===== config.mk =====
export PLATFORM = sky130hd
export DESIGN_NAME = loadAlign_flat
export DESIGN_NICKNAME = d
export VERILOG_FILES = /design/src/accessPkg.sv /design/src/memIf.sv /design/src/loadAlign.sv /design/src/flat_wrapper.sv
export SDC_FILE = /design/constraint.sdc
export NUM_CORES = 1
export LEC_CHECK = 0
export BUFFER_PORTS_ARGS = -buffer_cell sky130_fd_sc_hd__buf_2
export CAP_MARGIN = 20
export CORE_UTILIZATION = 38
export CTS_BUF_LIST = sky130_fd_sc_hd__clkbuf_8
export DETAILED_ROUTE_END_ITERATION = 10
export GPL_ROUTABILITY_DRIVEN = 1
export PLACE_DENSITY = 0.75
export SLEW_MARGIN = 40
export SYNTH_ARGS = -nofsm -noshare
export SYNTH_HDL_FRONTEND = slang
export SYNTH_SLANG_ARGS = --single-unit

===== constraint.sdc =====
create_clock -name clk -period 1.5 [get_ports clk]
set_input_delay 0.15 -clock clk [delete_from_list [all_inputs] [get_ports clk]]
set_output_delay 0.15 -clock clk [all_outputs]
set_load 0.005 [all_outputs]

===== src/accessPkg.sv =====
package accessPkg;

	// datapath widths
	localparam int dataW = 32;
	localparam int regNumW = 5;
	localparam int strobeW = 4;

	// access size, store codes follow the DMSel encoding of the core
	typedef logic [2:0] accessSize_t;

	localparam accessSize_t sizeByte = 3'b000;
	localparam accessSize_t sizeHalf = 3'b001;
	localparam accessSize_t sizeWord = 3'b010;
	// unsigned loads only
	localparam accessSize_t sizeByteU = 3'b011;
	localparam accessSize_t sizeHalfU = 3'b100;

	// debug write enable, all byte lanes of the register
	localparam logic [strobeW-1:0] wbEnAll = 4'b1111;

endpackage


===== src/memIf.sv =====


// data stage to load alignment, loads only
interface memRespIf;
	logic valid;
	accessPkg::accessSize_t size;
	logic [1:0] byteOffset;
	logic [accessPkg::dataW-1:0] rdata;
	logic [accessPkg::regNumW-1:0] rd;
	logic [accessPkg::dataW-1:0] pc;

	modport source(
		output valid, size, byteOffset, rdata, rd, pc
	);

	modport sink(
		input valid, size, byteOffset, rdata, rd, pc
	);
endinterface


===== src/loadAlign.sv =====
`timescale 1ns/1ps

module loadAlign (
	input  logic clk,
	input  logic rstN,
	memRespIf.sink resp,
	output logic [accessPkg::dataW-1:0] debugWbPc,
	output logic [accessPkg::strobeW-1:0] debugWbRfWen,
	output logic [accessPkg::regNumW-1:0] debugWbRfWnum,
	output logic [accessPkg::dataW-1:0] debugWbRfWdata
);

	logic [7:0] byteSel;
	logic [15:0] halfSel;
	logic [accessPkg::dataW-1:0] loadData;

	assign byteSel = resp.rdata[8*resp.byteOffset +: 8];
	assign halfSel = resp.byteOffset[1] ? resp.rdata[31:16] : resp.rdata[15:0];

	// lb, lbu, lh, lhu, lw
	always_comb begin
		case (resp.size)
			accessPkg::sizeByte:  loadData = {{24{byteSel[7]}}, byteSel};
			accessPkg::sizeByteU: loadData = {24'b0, byteSel};
			accessPkg::sizeHalf:  loadData = {{16{halfSel[15]}}, halfSel};
			accessPkg::sizeHalfU: loadData = {16'b0, halfSel};
			default:              loadData = resp.rdata;
		endcase
	end

	always_ff @(posedge clk) begin
		if (!rstN) begin
			debugWbRfWen <= '0;
		end else begin
			debugWbRfWen <= resp.valid ? accessPkg::wbEnAll : '0;
		end
	end

	// write-back payload, held between loads
	always_ff @(posedge clk) begin
		if (resp.valid) begin
			debugWbRfWdata <= loadData;
			debugWbRfWnum <= resp.rd;
			debugWbPc <= resp.pc;
		end
	end

endmodule


===== src/flat_wrapper.sv =====
// flat-port wrapper written by rule: the top's interface ports become plain ports
module loadAlign_flat 
  (clk, rstN, debugWbPc, debugWbRfWen, debugWbRfWnum, debugWbRfWdata, resp_valid, resp_size, resp_byteOffset, resp_rdata, resp_rd, resp_pc);
  memRespIf resp_i ();
  input  logic clk;
  input  logic rstN;
  output logic [accessPkg::dataW-1:0] debugWbPc;
  output logic [accessPkg::strobeW-1:0] debugWbRfWen;
  output logic [accessPkg::regNumW-1:0] debugWbRfWnum;
  output logic [accessPkg::dataW-1:0] debugWbRfWdata;
  input wire logic [$bits(resp_i.valid)-1:0] resp_valid;
  input wire logic [$bits(resp_i.size)-1:0] resp_size;
  input wire logic [$bits(resp_i.byteOffset)-1:0] resp_byteOffset;
  input wire logic [$bits(resp_i.rdata)-1:0] resp_rdata;
  input wire logic [$bits(resp_i.rd)-1:0] resp_rd;
  input wire logic [$bits(resp_i.pc)-1:0] resp_pc;
  assign resp_i.valid = resp_valid;
  assign resp_i.size = resp_size;
  assign resp_i.byteOffset = resp_byteOffset;
  assign resp_i.rdata = resp_rdata;
  assign resp_i.rd = resp_rd;
  assign resp_i.pc = resp_pc;
  loadAlign u_core (.clk(clk), .rstN(rstN), .resp(resp_i), .debugWbPc(debugWbPc), .debugWbRfWen(debugWbRfWen), .debugWbRfWnum(debugWbRfWnum), .debugWbRfWdata(debugWbRfWdata));
endmodule

After elaboration in Yosys (flattened, before gate mapping)
Cells that the tools add are included.
Widths: inputs -> output; s select.
{"block": "totals", "regBits": 73, "input_bits": 77, "output_inout_bits": 73}
{"block": "op_classes", "eq_ne": 3, "n_shift": 1, "muxes": 3, "n_reduce_logical": 1}
{"cell": "$pmux 32 s4", "n": 1}
{"cell": "$shiftx 32x6->8", "n": 1}
{"cell": "$mux 16", "n": 1}
{"cell": "$mux 4", "n": 1}
{"cell": "$eq 3x1->1 const B", "n": 1}
{"cell": "$eq 3x2->1 const B", "n": 1}
{"cell": "$eq 3x3->1 const B", "n": 1}
{"cell": "$logic_not 3->1", "n": 1}

Depth between registers and ports, before layout
{"block": "depth", "ltp_word": 2, "depth_mapped": 7, "mapped_depth_nobuf": 4}

Worst setup path after synthesis
OpenSTA, ideal clock, no wires.
{"block": "synth_timing", "path_type": "input to register", "start": "in resp_size[2]", "end": "reg u_core.debugWbRfWdata[7] (netlist bit) (data pin)", "arrival_ps": 1261, "setup_slack_ps": -35, "cell_stages": 5, "n_path_buf": 3, "cell_sequence": "clkbuf_1 -> clkbuf_1 -> clkbuf_1 -> nand3b_1 -> nand4_1"}
{"block": "synth_via", "elab_chain_cells": 2}
{"element": "start: declaration", "line_no": "flat_wrapper.sv:12", "source": "input wire logic [$bits(resp_i.size)-1:0] resp_size;"}
{"element": "$eq 3x3->1 (tied with other cells)", "line_no": "loadAlign.sv:22", "source": "case (resp.size)"}
{"element": "$pmux 32 s4 (*)", "line_no": "loadAlign.sv:22"}
{"element": "named net u_core.loadData (one bit)", "line_no": "loadAlign.sv:15", "source": "logic [accessPkg::dataW-1:0] loadData;"}
{"element": "end signal: assignment", "line_no": "loadAlign.sv:42", "source": "debugWbRfWdata <= loadData;"}
{"element": "end: declaration", "line_no": "loadAlign.sv:10", "source": "output logic [accessPkg::dataW-1:0] debugWbRfWdata"}
The timed path passes the listed nets; every way through them passes the cells marked *.
A chain may end at the register's enable or synchronous reset.

Final worst setup path
{"block": "layout_timing", "start": "in resp_byteOffset[0]", "end": "reg u_core.debugWbRfWdata[15] (netlist bit) (data pin)"}
{"block": "layout_via", "elab_chain_cells": 2}
{"element": "start: declaration", "line_no": "flat_wrapper.sv:13", "source": "input wire logic [$bits(resp_i.byteOffset)-1:0] resp_byteOffset;"}
{"element": "$shiftx 32x6->8", "line_no": "loadAlign.sv:17", "source": "assign byteSel = resp.rdata[8*resp.byteOffset +: 8];"}
{"element": "$pmux 32 s4", "line_no": "loadAlign.sv:22"}
{"element": "named net u_core.loadData (one bit)", "line_no": "loadAlign.sv:15"}
The timed path passes the listed nets, and every way through them passes these cells.

==> impl_metrics.csv <==
group,metric,value,unit
run_status,outcome,"finished clean",
critical_path,start_kind,"primary input",
synth,syn_inst,201,
synth,syn_nets,278,
die,core-area,7370,sq um
synth,synthArstFlopShare,0,%
place,hpwl,5630,um
synth,synth_common_cells,"edfxtp_1 (69), nand2_1 (17), a21o_1 (16)",
critical_path,endpoint_kind,"flop",
clock_tree,clk_pin_slew,0.07,ns
timing,finalSetupTns,0,ns
clock_tree,clk_path_buf_depth,2,
detailed_routing,finalWirelength,8470,um
pwr,leakage,2.01,nW
global_routing,grt_max_degree,71,
global_routing,grt-ovfl-total,0,
timing,whs,0.0280,ns
clock_tree,clock_sinks,70,
run,cap_violations,0,
detailed_routing,first_pass_iters,4,
layout,layout.nets,480,
timing,fin_crit_sh,86.7,%
synth,ys_warn_count,0,
clock_tree,cts-root-buf,"clkbuf_8",
clock_tree,cts_made_buffers,9,
critical_path,path_class,"primary input to flop",
die,start_util,40.1,%
layout,fill_cells,587,
layout,diodes,0,
synth,synth_cell_type_count,34,
synth,yosys-top-cells-area,"edfxtp_1 (70%), a21o_1 (4.1%), a221o_1 (2.4%), a32o_1 (2.4%), nand2_1 (2.2%)",
global_routing,grt_pass1_vias,2550,
die,fp.dieArea,8130,sq um
synth,synth_area,2950,sq um
critical_path,cp.required,1.58,ns
min_path,hp-class,"primary input to flop",
detailed_routing,drc,0,
synth,yosysSeqAreaShare,70.8,%
global_routing,grt_pass1_wl,13300,um
timing,min_period,1.30,ns
pwr,p_per_area,1070,nW/um^2
detailed_routing,post_drt_via_cell_ratio,5.02,
detailed_routing,route.vias.total,2544,
die,die_h,90.2,um
synth,synthFlopType,"edfxtp_1",
place,io_buffers,149,
die,num_rows,31,
synth,avgSynthCellArea,14.7,sq um
timing,worst_slew_pin_slew,0.427,ns
timing,finalSetupViolations,0,
global_routing,grt_antenna_before_repair,0,
critical_path,crit_fanout,2,
clock_tree,cts_max_level,3,
detailed_routing,routedWlPerCell,16.7,um
die,boundaryPins,150,
synth,synth.most_common_cell,"edfxtp_1",
timing,slew_violations,0,
detailed_routing,initialDrtViolationCount,116,
layout,area_growth,53.0,%
timing,slew_headroom,71.5,%
timing,rsz0062_at_grt,"false",
place,post_dp_cell_area,3930,sq um
synth,yosys.area.top_type,"edfxtp_1",
pwr,vdd_drop_max,0.000516,V
timing,fmax,769,MHz
layout,drive_gt1_share,46.6,%
synth,ys_ff_latch,70,
die,dieWidth,90.2,um
pwr,power.total,4.82,mW
place,finalWeightedCongestion,0.856,
layout,final_area,4520,sq um
detailed_routing,antenna_left,0,
layout,final_util,61.3,%
global_routing,grtUsageTotal,21.4,%
clock_tree,cts_resized,0,
critical_path,cp.arrival,1.38,ns
timing,hold_violations,0,
synth,synth_edf_count,69,
clock_tree,tritoncts,"built",
synth,yosysTopAreaCellShare,70.2,%
-- metal layers --
| layer | wire (um) | global-route usage, % | up-vias |
|---|---|---|---|
| met5 | 0 | 0 | - |
| met4 | 51 | 4.44 | 0 |
| met3 | 647 | 6.35 | 7 |
| met2 | 4500 | 39.4 | 137 |
| met1 | 3280 | 24.5 | 1208 |
| li1 | - | - | 1192 |
-- power breakdown --
| group | switching [mW] | internal [mW] | leakage [nW] |
|---|---|---|---|
| clock | 0.728 | 0.939 | 0.103 |
| combinational | 0.349 | 0.399 | 1.23 |
| sequential | 0.0476 | 2.36 | 0.681 |
-- cell type report --
type | count | area (sq um) | area share (%)
Tap cell | 99 | 124 | 2.74
Clock inverter | 7 | 96.3 | 2.13
Inverter | 1 | 3.75 | 0.0831
Timing Repair Buffer | 209 | 1310 | 29.1
Clock buffer | 9 | 124 | 2.74
Multi-Input combinational cell | 112 | 764 | 16.9
Sequential cell | 70 | 2090 | 46.3
-- stage by stage --
stage	cells	setup WS, ns
6_report	507	0.199
2_1_floorplan	201	0.00453
4_1_cts	507	0.198
3_3_place_gp	454	-0.121
5_1_grt	507	0.182
3_5_place_dp	454	-0.170
-- sequential cells by signal, indices dropped and copies added (netlist names) --
register,flops
u_core.debugWbRfWdata,32
u_core.debugWbRfWen,1
u_core.debugWbPc,32
u_core.debugWbRfWnum,5
-- worst paths after layout --
| check | from | to | slack (ns) | cells after the start |
|---|---|---|---|---|
| max | resp_byteOffset[0] | u_core.debugWbRfWdata[15] | 0.20 | 5 |
| min | rstN | u_core.debugWbRfWen[2] | 0.03 | 2 |
-- repair_timing --
action                    4_1_cts  5_1_grt
hold buffers                   37        0
buffers inserted                0        0
hold endpoints to repair       37        0
-- cells by family after synthesis --
family	synth area share, %
flops	70.8
compound gates	15.5
mux	1.44
buf+inv	3.26
simple gates	8.94
-- cell usage in the layout, fill, tap and decap left out, drive strengths merged, types with 3 or more instances in the layout --
master	n
clkbuf	9
dlygate4sd3	37
o21ai	9
a21oi	9
a221o	7
nor2b	4
a32o	7
nor2	3
nand2	17
a21o	16
a22oi	7
nand2b	10
edfxtp	69
nand3	8
buf	172
-- worst max-delay path, cell delays in order --
cell       delay [ns]
buf_2            0.11
mux4_2           0.51
nor2_1           0.19
a2111oi_4        0.10
a311o_1          0.33
(Power assumes the default switching activity.)
